==> config.mk <==
export PLATFORM = sky130hd
export DESIGN_NAME = core_pipe_top
export DESIGN_NICKNAME = d
export VERILOG_FILES = /design/src/design/isa_pkg.sv /design/src/design/pipe_pkg.sv /design/src/design/reg_file.sv /design/src/design/decode_stage.sv /design/src/design/execute_stage.sv /design/src/design/core_pipe_top.sv
export SDC_FILE = /design/constraint.sdc
export NUM_CORES = 2
export LEC_CHECK = 0
export BUFFER_PORTS_ARGS = -buffer_cell sky130_fd_sc_hd__buf_2
export CAP_MARGIN = 20
export CORE_UTILIZATION = 25
export DETAILED_ROUTE_END_ITERATION = 10
export MAX_ROUTING_LAYER = met4
export PLACE_DENSITY_LB_ADDON = 0.3
export SLEW_MARGIN = 5
export SYNTH_ARGS = -nofsm -noshare
export SYNTH_HDL_FRONTEND = slang
export SYNTH_SLANG_ARGS = --single-unit
==> constraint.sdc <==
create_clock -name clk -period 15 [get_ports clk]
set_clock_uncertainty 0.15 [all_clocks]
set_input_delay 0.75 -clock clk [delete_from_list [all_inputs] [get_ports clk]]
set_output_delay 0.75 -clock clk [all_outputs]
set_load 0.005 [all_outputs]
==> src/design/isa_pkg.sv <==
`default_nettype none

package isa_pkg;

    localparam int reg_count = 32;
    localparam int reg_aw    = 5;

    // instruction field positions
    localparam int opc_lo   = 0;
    localparam int opc_hi   = 2;
    localparam int funct_lo = 3;
    localparam int funct_hi = 5;
    localparam int rs1_lo   = 27;
    localparam int rs1_hi   = 31;
    localparam int rs2_lo   = 6;
    localparam int rs2_hi   = 10;
    localparam int rd_lo    = 22;
    localparam int rd_hi    = 26;
    localparam int imm_i_lo = 6;   // loads, imm alu, link jumps
    localparam int imm_i_hi = 21;
    localparam int imm_s_lo = 11;  // stores and branches
    localparam int imm_s_hi = 26;
    localparam int jt_lo    = 6;   // absolute jump target, word address
    localparam int jt_hi    = 31;

    typedef enum logic [2:0] {
        op_reg    = 3'd0,
        op_imm    = 3'd1,
        op_load   = 3'd2,
        op_store  = 3'd3,
        op_branch = 3'd4,
        op_jump   = 3'd5
    } opcode_e;

    // funct field of op_reg and op_imm
    typedef enum logic [2:0] {
        f_add, f_sub, f_and, f_or, f_xor, f_sll, f_srl, f_slt
    } alu_funct_e;

    // funct field of op_branch
    typedef enum logic [2:0] {
        b_eq, b_ne, b_lt, b_ge, b_ltu, b_geu
    } br_funct_e;

    typedef enum logic [2:0] {
        j_abs  = 3'd0,
        j_link = 3'd1,
        j_reg  = 3'd2
    } jump_e;

endpackage

`default_nettype wire

==> src/design/pipe_pkg.sv <==
`default_nettype none

package pipe_pkg;

    // operation carried in the decode register
    typedef enum logic [3:0] {
        add,
        sub,
        and_,
        or_,
        xor_,
        sll,
        srl,
        slt,
        pass_b   // link jumps, result is op2
    } alu_op_e;

    typedef enum logic [2:0] {
        eq,
        ne,
        lt,
        ge,
        ltu,
        geu
    } br_cond_e;

endpackage

`default_nettype wire

==> src/design/reg_file.sv <==
`default_nettype none

module reg_file (
    input  logic                      clk,
    input  logic                      arst_n,
    input  logic [isa_pkg::reg_aw-1:0] rs1_addr,
    input  logic [isa_pkg::reg_aw-1:0] rs2_addr,
    output logic [31:0]               rs1_data,
    output logic [31:0]               rs2_data,
    input  logic                      we,
    input  logic [isa_pkg::reg_aw-1:0] wr_addr,
    input  logic [31:0]               wr_data
);

    logic [31:0] regs [isa_pkg::reg_count];

    // flop array, all registers start at zero
    always_ff @(posedge clk or negedge arst_n) begin
        if (!arst_n) begin
            for (int i = 0; i < isa_pkg::reg_count; i++) begin
                regs[i] <= '0;
            end
        end else if (we && wr_addr != '0) begin
            regs[wr_addr] <= wr_data;
        end
    end

    // r0 is reset to zero and never written
    assign rs1_data = regs[rs1_addr];
    assign rs2_data = regs[rs2_addr];

endmodule

`default_nettype wire

==> src/design/decode_stage.sv <==
`default_nettype none

module decode_stage #(
    parameter int pc_width = 27
) (
    input  logic                       clk,
    input  logic                       arst_n,
    input  logic [31:0]                inst,
    input  logic [pc_width-1:0]        pc,
    input  logic                       advance,
    input  logic                       flush,
    input  logic [31:0]                alu_fwd,
    input  logic [isa_pkg::reg_aw-1:0] ex_rd,
    input  logic                       ex_fwd_ok,
    input  logic                       wb_valid,
    input  logic [isa_pkg::reg_aw-1:0] wb_rd,
    input  logic [31:0]                wb_data,
    output logic                       hold_n,
    output logic [31:0]                dec_op1,
    output logic [31:0]                dec_op2,
    output pipe_pkg::alu_op_e          dec_alu_op,
    output pipe_pkg::br_cond_e         dec_br_cond,
    output logic                       dec_branch,
    output logic                       dec_jump,
    output logic [isa_pkg::reg_aw-1:0] dec_rd,
    output logic                       dec_rd_valid,
    output logic                       dec_mem_re,
    output logic                       dec_mem_we,
    output logic [31:0]                dec_store_data,
    output logic [31:0]                dec_daddr,
    output logic [pc_width-1:0]        dec_npc
);

    isa_pkg::opcode_e           op;
    logic [2:0]                 funct;
    logic [isa_pkg::reg_aw-1:0] rs1, rs2, rd;
    logic [31:0]                imm_i, imm_s;
    logic [31:0]                rf_rs1, rf_rs2;
    logic [31:0]                rs1_val, rs2_val;
    logic                       uses_rs1, uses_rs2, is_link;
    logic [31:0]                pc_ext, link_addr;
    logic [31:0]                br_tgt, ja_tgt, jl_tgt, jr_tgt, n_tgt;
    logic [31:0]                n_op1, n_op2, n_daddr;
    pipe_pkg::alu_op_e          n_alu_op;
    pipe_pkg::br_cond_e         n_br_cond;
    logic                       n_branch, n_jump, n_rd_valid;
    logic                       lw_hazard, run, bubble;

    assign op    = isa_pkg::opcode_e'(inst[isa_pkg::opc_hi:isa_pkg::opc_lo]);
    assign funct = inst[isa_pkg::funct_hi:isa_pkg::funct_lo];
    assign rs1   = inst[isa_pkg::rs1_hi:isa_pkg::rs1_lo];
    assign rs2   = inst[isa_pkg::rs2_hi:isa_pkg::rs2_lo];
    assign rd    = inst[isa_pkg::rd_hi:isa_pkg::rd_lo];
    assign imm_i = 32'($signed(inst[isa_pkg::imm_i_hi:isa_pkg::imm_i_lo]));
    assign imm_s = 32'($signed(inst[isa_pkg::imm_s_hi:isa_pkg::imm_s_lo]));

    assign is_link  = op == isa_pkg::op_jump &&
                      (funct == isa_pkg::j_link || funct == isa_pkg::j_reg);
    assign uses_rs1 = op inside {isa_pkg::op_reg, isa_pkg::op_imm, isa_pkg::op_load,
                                 isa_pkg::op_store, isa_pkg::op_branch} ||
                      (op == isa_pkg::op_jump && funct == isa_pkg::j_reg);
    assign uses_rs2 = op inside {isa_pkg::op_reg, isa_pkg::op_store, isa_pkg::op_branch};

    reg_file rf_i (
        .clk      (clk),
        .arst_n   (arst_n),
        .rs1_addr (rs1),
        .rs2_addr (rs2),
        .rs1_data (rf_rs1),
        .rs2_data (rf_rs2),
        .we       (wb_valid & advance),
        .wr_addr  (wb_rd),
        .wr_data  (wb_data)
    );

    // ex_fwd_ok and wb_valid imply rd != 0, so r0 is never forwarded
    assign rs1_val = (ex_fwd_ok && ex_rd == rs1) ? alu_fwd :
                     (wb_valid && wb_rd == rs1)  ? wb_data : rf_rs1;
    assign rs2_val = (ex_fwd_ok && ex_rd == rs2) ? alu_fwd :
                     (wb_valid && wb_rd == rs2)  ? wb_data : rf_rs2;

    assign pc_ext    = 32'(pc);
    assign link_addr = pc_ext + 32'd4;
    assign br_tgt    = pc_ext + (imm_s << 2);
    assign ja_tgt    = 32'({inst[isa_pkg::jt_hi:isa_pkg::jt_lo], 2'b00});
    assign jl_tgt    = pc_ext + (imm_i << 2);
    assign jr_tgt    = rs1_val + (imm_i << 2);
    assign n_daddr   = rs1_val + ((op == isa_pkg::op_store) ? imm_s : imm_i);

    always_comb begin
        n_tgt = br_tgt;
        if (op == isa_pkg::op_jump) begin
            case (funct)
                isa_pkg::j_abs:  n_tgt = ja_tgt;
                isa_pkg::j_link: n_tgt = jl_tgt;
                default:         n_tgt = jr_tgt;
            endcase
        end
    end

    always_comb begin
        n_alu_op = pipe_pkg::add;   // loads and stores use daddr, not the alu
        case (op)
            isa_pkg::op_reg, isa_pkg::op_imm: begin
                case (isa_pkg::alu_funct_e'(funct))
                    isa_pkg::f_add: n_alu_op = pipe_pkg::add;
                    isa_pkg::f_sub: n_alu_op = pipe_pkg::sub;
                    isa_pkg::f_and: n_alu_op = pipe_pkg::and_;
                    isa_pkg::f_or:  n_alu_op = pipe_pkg::or_;
                    isa_pkg::f_xor: n_alu_op = pipe_pkg::xor_;
                    isa_pkg::f_sll: n_alu_op = pipe_pkg::sll;
                    isa_pkg::f_srl: n_alu_op = pipe_pkg::srl;
                    default:        n_alu_op = pipe_pkg::slt;
                endcase
            end
            isa_pkg::op_jump: n_alu_op = pipe_pkg::pass_b;
            default: ;
        endcase
    end

    always_comb begin
        case (funct)
            isa_pkg::b_ne:  n_br_cond = pipe_pkg::ne;
            isa_pkg::b_lt:  n_br_cond = pipe_pkg::lt;
            isa_pkg::b_ge:  n_br_cond = pipe_pkg::ge;
            isa_pkg::b_ltu: n_br_cond = pipe_pkg::ltu;
            isa_pkg::b_geu: n_br_cond = pipe_pkg::geu;
            default:        n_br_cond = pipe_pkg::eq;
        endcase
    end

    // link address on both sides, pass_b takes op2
    assign n_op1 = is_link ? link_addr : rs1_val;

    always_comb begin
        case (op)
            isa_pkg::op_imm, isa_pkg::op_load: n_op2 = imm_i;
            isa_pkg::op_store:                 n_op2 = imm_s;
            isa_pkg::op_jump:                  n_op2 = link_addr;
            default:                           n_op2 = rs2_val;
        endcase
    end

    assign n_branch   = op == isa_pkg::op_branch && funct <= 3'(isa_pkg::b_geu);
    assign n_jump     = op == isa_pkg::op_jump && funct <= 3'(isa_pkg::j_reg);
    assign n_rd_valid = (op inside {isa_pkg::op_reg, isa_pkg::op_imm, isa_pkg::op_load} ||
                         is_link) && rd != '0;

    // load in execute feeding this instruction
    assign lw_hazard = dec_mem_re && dec_rd_valid &&
                       ((uses_rs1 && rs1 == dec_rd) || (uses_rs2 && rs2 == dec_rd));
    assign hold_n    = run & ~lw_hazard;   // low until the first edge out of reset
    assign bubble    = flush | ~hold_n;

    always_ff @(posedge clk or negedge arst_n) begin
        if (!arst_n) begin
            run          <= 1'b0;
            dec_branch   <= 1'b0;
            dec_jump     <= 1'b0;
            dec_rd_valid <= 1'b0;
            dec_mem_re   <= 1'b0;
            dec_mem_we   <= 1'b0;
        end else begin
            run <= 1'b1;
            if (advance) begin
                dec_branch   <= n_branch & ~bubble;
                dec_jump     <= n_jump & ~bubble;
                dec_rd_valid <= n_rd_valid & ~bubble;
                dec_mem_re   <= (op == isa_pkg::op_load) & ~bubble;
                dec_mem_we   <= (op == isa_pkg::op_store) & ~bubble;
            end
        end
    end

    always_ff @(posedge clk) begin
        if (advance) begin
            dec_op1        <= n_op1;
            dec_op2        <= n_op2;
            dec_alu_op     <= n_alu_op;
            dec_br_cond    <= n_br_cond;
            dec_rd         <= rd;
            dec_store_data <= rs2_val;
            dec_daddr      <= n_daddr;
            dec_npc        <= n_tgt[pc_width-1:0];
        end
    end

endmodule

`default_nettype wire

==> src/design/execute_stage.sv <==
`default_nettype none

module execute_stage #(
    parameter int pc_width = 27
) (
    input  logic                       clk,
    input  logic                       arst_n,
    input  logic                       advance,
    input  logic [31:0]                dec_op1,
    input  logic [31:0]                dec_op2,
    input  pipe_pkg::alu_op_e          dec_alu_op,
    input  pipe_pkg::br_cond_e         dec_br_cond,
    input  logic                       dec_branch,
    input  logic                       dec_jump,
    input  logic [isa_pkg::reg_aw-1:0] dec_rd,
    input  logic                       dec_rd_valid,
    input  logic                       dec_mem_re,
    input  logic                       dec_mem_we,
    input  logic [31:0]                dec_store_data,
    input  logic [31:0]                dec_daddr,
    input  logic [pc_width-1:0]        dec_npc,
    input  logic [31:0]                mem_rdata,
    output logic [31:0]                alu_fwd,
    output logic [isa_pkg::reg_aw-1:0] ex_rd,
    output logic                       ex_fwd_ok,
    output logic                       redirect,
    output logic [pc_width-1:0]        target,
    output logic                       mem_re,
    output logic                       mem_we,
    output logic [31:0]                mem_addr,
    output logic [31:0]                mem_wdata,
    output logic                       wb_valid,
    output logic [isa_pkg::reg_aw-1:0] wb_rd,
    output logic [31:0]                wb_data
);

    logic [31:0]                alu_res;
    logic                       taken;
    logic                       wb_load;
    logic [31:0]                wb_res;

    always_comb begin
        case (dec_alu_op)
            pipe_pkg::sub:    alu_res = dec_op1 - dec_op2;
            pipe_pkg::and_:   alu_res = dec_op1 & dec_op2;
            pipe_pkg::or_:    alu_res = dec_op1 | dec_op2;
            pipe_pkg::xor_:   alu_res = dec_op1 ^ dec_op2;
            pipe_pkg::sll:    alu_res = dec_op1 << dec_op2[4:0];
            pipe_pkg::srl:    alu_res = dec_op1 >> dec_op2[4:0];
            pipe_pkg::slt:    alu_res = {31'd0, $signed(dec_op1) < $signed(dec_op2)};
            pipe_pkg::pass_b: alu_res = dec_op2;
            default:          alu_res = dec_op1 + dec_op2;
        endcase
    end

    always_comb begin
        case (dec_br_cond)
            pipe_pkg::ne:  taken = dec_op1 != dec_op2;
            pipe_pkg::lt:  taken = $signed(dec_op1) < $signed(dec_op2);
            pipe_pkg::ge:  taken = $signed(dec_op1) >= $signed(dec_op2);
            pipe_pkg::ltu: taken = dec_op1 < dec_op2;
            pipe_pkg::geu: taken = dec_op1 >= dec_op2;
            default:       taken = dec_op1 == dec_op2;
        endcase
    end

    assign redirect = (dec_branch & taken) | dec_jump;
    assign target   = dec_npc;   // computed in decode

    assign alu_fwd   = alu_res;
    assign ex_rd     = dec_rd;
    assign ex_fwd_ok = dec_rd_valid & ~dec_mem_re;   // load data not ready yet

    assign mem_re    = dec_mem_re;
    assign mem_we    = dec_mem_we;
    assign mem_addr  = dec_daddr;
    assign mem_wdata = dec_store_data;

    always_ff @(posedge clk or negedge arst_n) begin
        if (!arst_n) begin
            wb_valid <= 1'b0;
            wb_load  <= 1'b0;
        end else if (advance) begin
            wb_valid <= dec_rd_valid;
            wb_load  <= dec_mem_re;
        end
    end

    always_ff @(posedge clk) begin
        if (advance) begin
            wb_rd  <= dec_rd;
            wb_res <= alu_res;
        end
    end

    // memory answers one cycle after the request
    assign wb_data = wb_load ? mem_rdata : wb_res;

endmodule

`default_nettype wire

==> src/design/core_pipe_top.sv <==
`default_nettype none

module core_pipe_top #(
    parameter int pc_width = 27
) (
    input  logic                       clk,
    input  logic                       arst_n,
    input  logic [31:0]                inst,
    input  logic [pc_width-1:0]        pc,
    input  logic                       advance,
    input  logic [31:0]                mem_rdata,
    output logic                       hold_n,
    output logic                       redirect,
    output logic [pc_width-1:0]        target,
    output logic                       mem_re,
    output logic                       mem_we,
    output logic [31:0]                mem_addr,
    output logic [31:0]                mem_wdata,
    output logic                       wb_valid,
    output logic [isa_pkg::reg_aw-1:0] wb_rd,
    output logic [31:0]                wb_data
);

    logic [31:0]                dec_op1, dec_op2;
    pipe_pkg::alu_op_e          dec_alu_op;
    pipe_pkg::br_cond_e         dec_br_cond;
    logic                       dec_branch, dec_jump;
    logic [isa_pkg::reg_aw-1:0] dec_rd;
    logic                       dec_rd_valid, dec_mem_re, dec_mem_we;
    logic [31:0]                dec_store_data, dec_daddr;
    logic [pc_width-1:0]        dec_npc;
    logic [31:0]                alu_fwd;
    logic [isa_pkg::reg_aw-1:0] ex_rd;
    logic                       ex_fwd_ok;

    decode_stage #(.pc_width(pc_width)) decode_i (
        .clk, .arst_n, .inst, .pc, .advance,
        .flush (redirect),   // squash the instruction behind a taken branch
        .alu_fwd, .ex_rd, .ex_fwd_ok,
        .wb_valid, .wb_rd, .wb_data,
        .hold_n,
        .dec_op1, .dec_op2, .dec_alu_op, .dec_br_cond,
        .dec_branch, .dec_jump, .dec_rd, .dec_rd_valid,
        .dec_mem_re, .dec_mem_we, .dec_store_data, .dec_daddr, .dec_npc
    );

    execute_stage #(.pc_width(pc_width)) execute_i (
        .clk, .arst_n, .advance,
        .dec_op1, .dec_op2, .dec_alu_op, .dec_br_cond,
        .dec_branch, .dec_jump, .dec_rd, .dec_rd_valid,
        .dec_mem_re, .dec_mem_we, .dec_store_data, .dec_daddr, .dec_npc,
        .mem_rdata,
        .alu_fwd, .ex_rd, .ex_fwd_ok,
        .redirect, .target,
        .mem_re, .mem_we, .mem_addr, .mem_wdata,
        .wb_valid, .wb_rd, .wb_data
    );

endmodule

`default_nettype wire

==> results.cfg <==
[logic_synthesis]
syn_avg_cell_area_sq_um = 10.6
synth.area.top_cells = dfrtp_1, mux4_2, edfxtp_1, a21oi_1, o21ai_0
synth.distinct_cells = 99
synth-main-ff-cell = dfrtp_1
synth.top_cell.area_share_pct = 33.8
yosys_warnings = 0
yosysSeqAreaShare_pct = 41.8
syn-cell-area_sq_um = 76400
syn_inst = 7205
syn_nets = 7509
synth_seq_cells = 1236
netlist_top_cells_count = dfrtp_1, nor2_1, a21oi_1, nand2_1, mux4_2
synth.most_common_cell = dfrtp_1
post-synth-top-area-cell = dfrtp_1
async_reset_ff_share_pct = 83.5
synth_edf_count = 204

[outcome]
status = finished, final reports clean

[critical_path]
cp-start-kind = flip-flop
r2r_slack_ps = 6540
r2r_start = decode_i.dec_op2[1]
reg2reg_depth = 21
r2r-end = decode_i.dec_daddr[31]
worstSetupPathType = flip-flop to flip-flop
crit_path_max_fanout = 65
critPathCaptureType = flip-flop
crit_path_start = decode_i.dec_op2[1]
cp-endpoint = decode_i.dec_daddr[31]
required_ps = 15370
arrival_ps = 8830

[clocking]
clock-sinks = 1236
cts_resized = 0
post-cts-setup-buffers = 0
cts_tree = built
cts_max_path_buffers = 3
cts_max_level = 4
insertion_delay_ps = 840
cts-root-buf = clkbuf_16
numCtsBuffers = 145
clk_pin_slew_worst_paths_ps = 60
ctsHoldBuffers = 1

[timing]
slew_headroom_pct = 20.6
report.final.slew_viol_count = 0
finalHoldViolCount = 0
rsz0062_at_grt = no
fin_crit_ps = 8460
setup_viol = 0
fin_crit_sh_pct = 56.4
worstMarginPinSlew_ps = 1190
setup_tns_ps = 0
clock.fmax_mhz = 118

[power]
switchingPower_mw = 3.39
swShare_pct = 32.7
p_clk_share_pct = 35.5
powerDensity_nw_per_um2 = 119
peakVddDrop_mv = 0.130
seqPwrFrac_pct = 39.9
power_leakage_nw = 35.9
power_mw = 10.4
p_comb_share_pct = 24.6
intPower_mw = 6.99

[hold_path]
hold_class = primary input to flip-flop

[detailed_routing]
met3_length_mm = 21.7
vias_per_cell = 5.46
ant_nets = 0
drt_iter0_markers = 6478
highest-signal-layer = met4
wl_met1_mm = 130
vias = 61100
dr.pass1.iters = 6
drc = 0
wl_mm = 311
avgRoutedWirePerCell_um = 27.7
route.met2.wl_mm = 144

[global_route]
antenna_found_initial = 6
grt_pass1_vias = 60200
grt_max_degree = 180
grt_usage_pct = 20.5
gr-total-overflow = 0
grt_first_pass_wirelength_mm = 448

[place]
post-dp-hpwl_mm = 209
gp_congestion = 0.948
port_buffers = 226

[finish]
utilization_pct = 28.7
fill_cells = 31400
drive_gt1_share_pct = 20.8
synthToLayoutAreaGrowth_pct = 13.8
nNetsFinal = 7407

[die]
die_height_um = 555
die_area_sq_um = 308000
coreArea_sq_um = 303000
die_x_um = 555
rows = 202
initial_utilization_pct = 25.2
num_io_pins = 227

[run]
cap_violations = 0
worst max-delay path: stages (launching register included):
cell       delay [ps]
edfxtp_1          320
buf_4             690
inv_1             600
ha_1              580
a211oi_1          130
o211a_1           320
or4_1             630
a21oi_1           220
o22a_1            230
a31oi_1           130
a221oi_1          360
o22ai_1           160
o21ai_1           530
ha_1              290
nand3_1           270
or3_1             450
nor3_1            600
nor4_1            270
o311a_1           430
nor3b_1           380
o2111ai_1         210
xor2_1            190
worst min path at each step:
stage,start,endpoint,slack [ps],depth (start not counted)
global placement,decode_i.rf_i.regs[1004],decode_i.rf_i.regs[1004],230,0
finish,inst[23],decode_i.dec_rd[1],140,1
global route,inst[23],decode_i.dec_rd[1],120,1
detailed placement,decode_i.rf_i.regs[996],decode_i.rf_i.regs[996],230,0
CTS,inst[23],decode_i.dec_rd[1],60,1
floorplan,decode_i.rf_i.regs[1000],decode_i.rf_i.regs[1000],290,1
layout make-up:
class | count | area (sq um) | share of cell area, %
diodes | 5 | 12.5 | 0.0144
clock buffers | 205 | 4250 | 4.89
clock inverters | 60 | 641 | 0.737
inverters | 179 | 672 | 0.773
multi-input cells | 5134 | 41700 | 48.0
flip-flops and latches | 1236 | 32000 | 36.8
well taps | 3978 | 4980 | 5.73
repair buffers | 407 | 2720 | 3.12
metal layers:
layer,vias to the layer above,global-route usage [%]
met5,-,-
li1,26500,-
met3,566,3.31
met2,2656,31.9
met4,0,8.38
met1,31400,26.5
registers in the layout, summed over array words and instances (netlist names):
name	count
decode_i.dec_op1	32
decode_i.dec_rd	5
decode_i.dec_op2	32
decode_i.dec_store_data	32
execute_i.wb_load	1
execute_i.wb_valid	1
decode_i.dec_branch	1
execute_i.wb_rd	5
decode_i.dec_npc	27
decode_i.dec_daddr	32
decode_i.dec_jump	1
decode_i.dec_alu_op	4
execute_i.wb_res	32
decode_i.dec_br_cond	3
decode_i.dec_mem_re	1
decode_i.run	1
decode_i.rf_i.regs	1024
decode_i.dec_mem_we	1
decode_i.dec_rd_valid	1
logic make-up after synthesis:
family          synth area share (%)
other cells                  0.00491
compound gates                  15.3
fa+ha+maj                       3.50
xor+xnor                        1.65
flops                           41.8
buf+inv                         4.29
simple gates                    10.9
mux                             22.6
cell usage in the layout, fill, tap and decap left out, types with 91 or more instances in the layout:
cell type / synthesis / final
clkbuf_16: 0 / 148
buf_4: 13 / 171
o21ai_0: 630 / 629
inv_1: 173 / 171
a211oi_1: 91 / 91
ha_1: 204 / 204
a21oi_1: 754 / 754
buf_2: 60 / 216
nor2_1: 787 / 773
dfrtp_1: 1032 / 1031
edfxtp_1: 204 / 204
mux4_2: 700 / 700
nand2_1: 751 / 740
power by group through the flow:
stage | logic, mW | clock network (mW) | registers (mW)
2_1_floorplan | 1.62 | 0 | 4.09
3_3_place_gp | 2.50 | 0 | 4.17
3_5_place_dp | 2.52 | 0 | 4.20
4_1_cts | 2.53 | 3.76 | 4.14
5_1_grt | 2.74 | 3.89 | 4.20
6_report | 2.55 | 3.68 | 4.14
through the flow:
step           hold slack [ps]  cell area, sq um  std cells  worst slack, ps
3_5_place_dp               234             81900      10900             6710
3_3_place_gp               226             81900      10900             6690
2_1_floorplan              291             76400       7205             8370
6_report                   143             86900      11200             6540
5_1_grt                    116             86900      11200             6290
4_1_cts                   62.5             86800      11200             6670
Note: power is estimated with default switching activity, not from simulation.
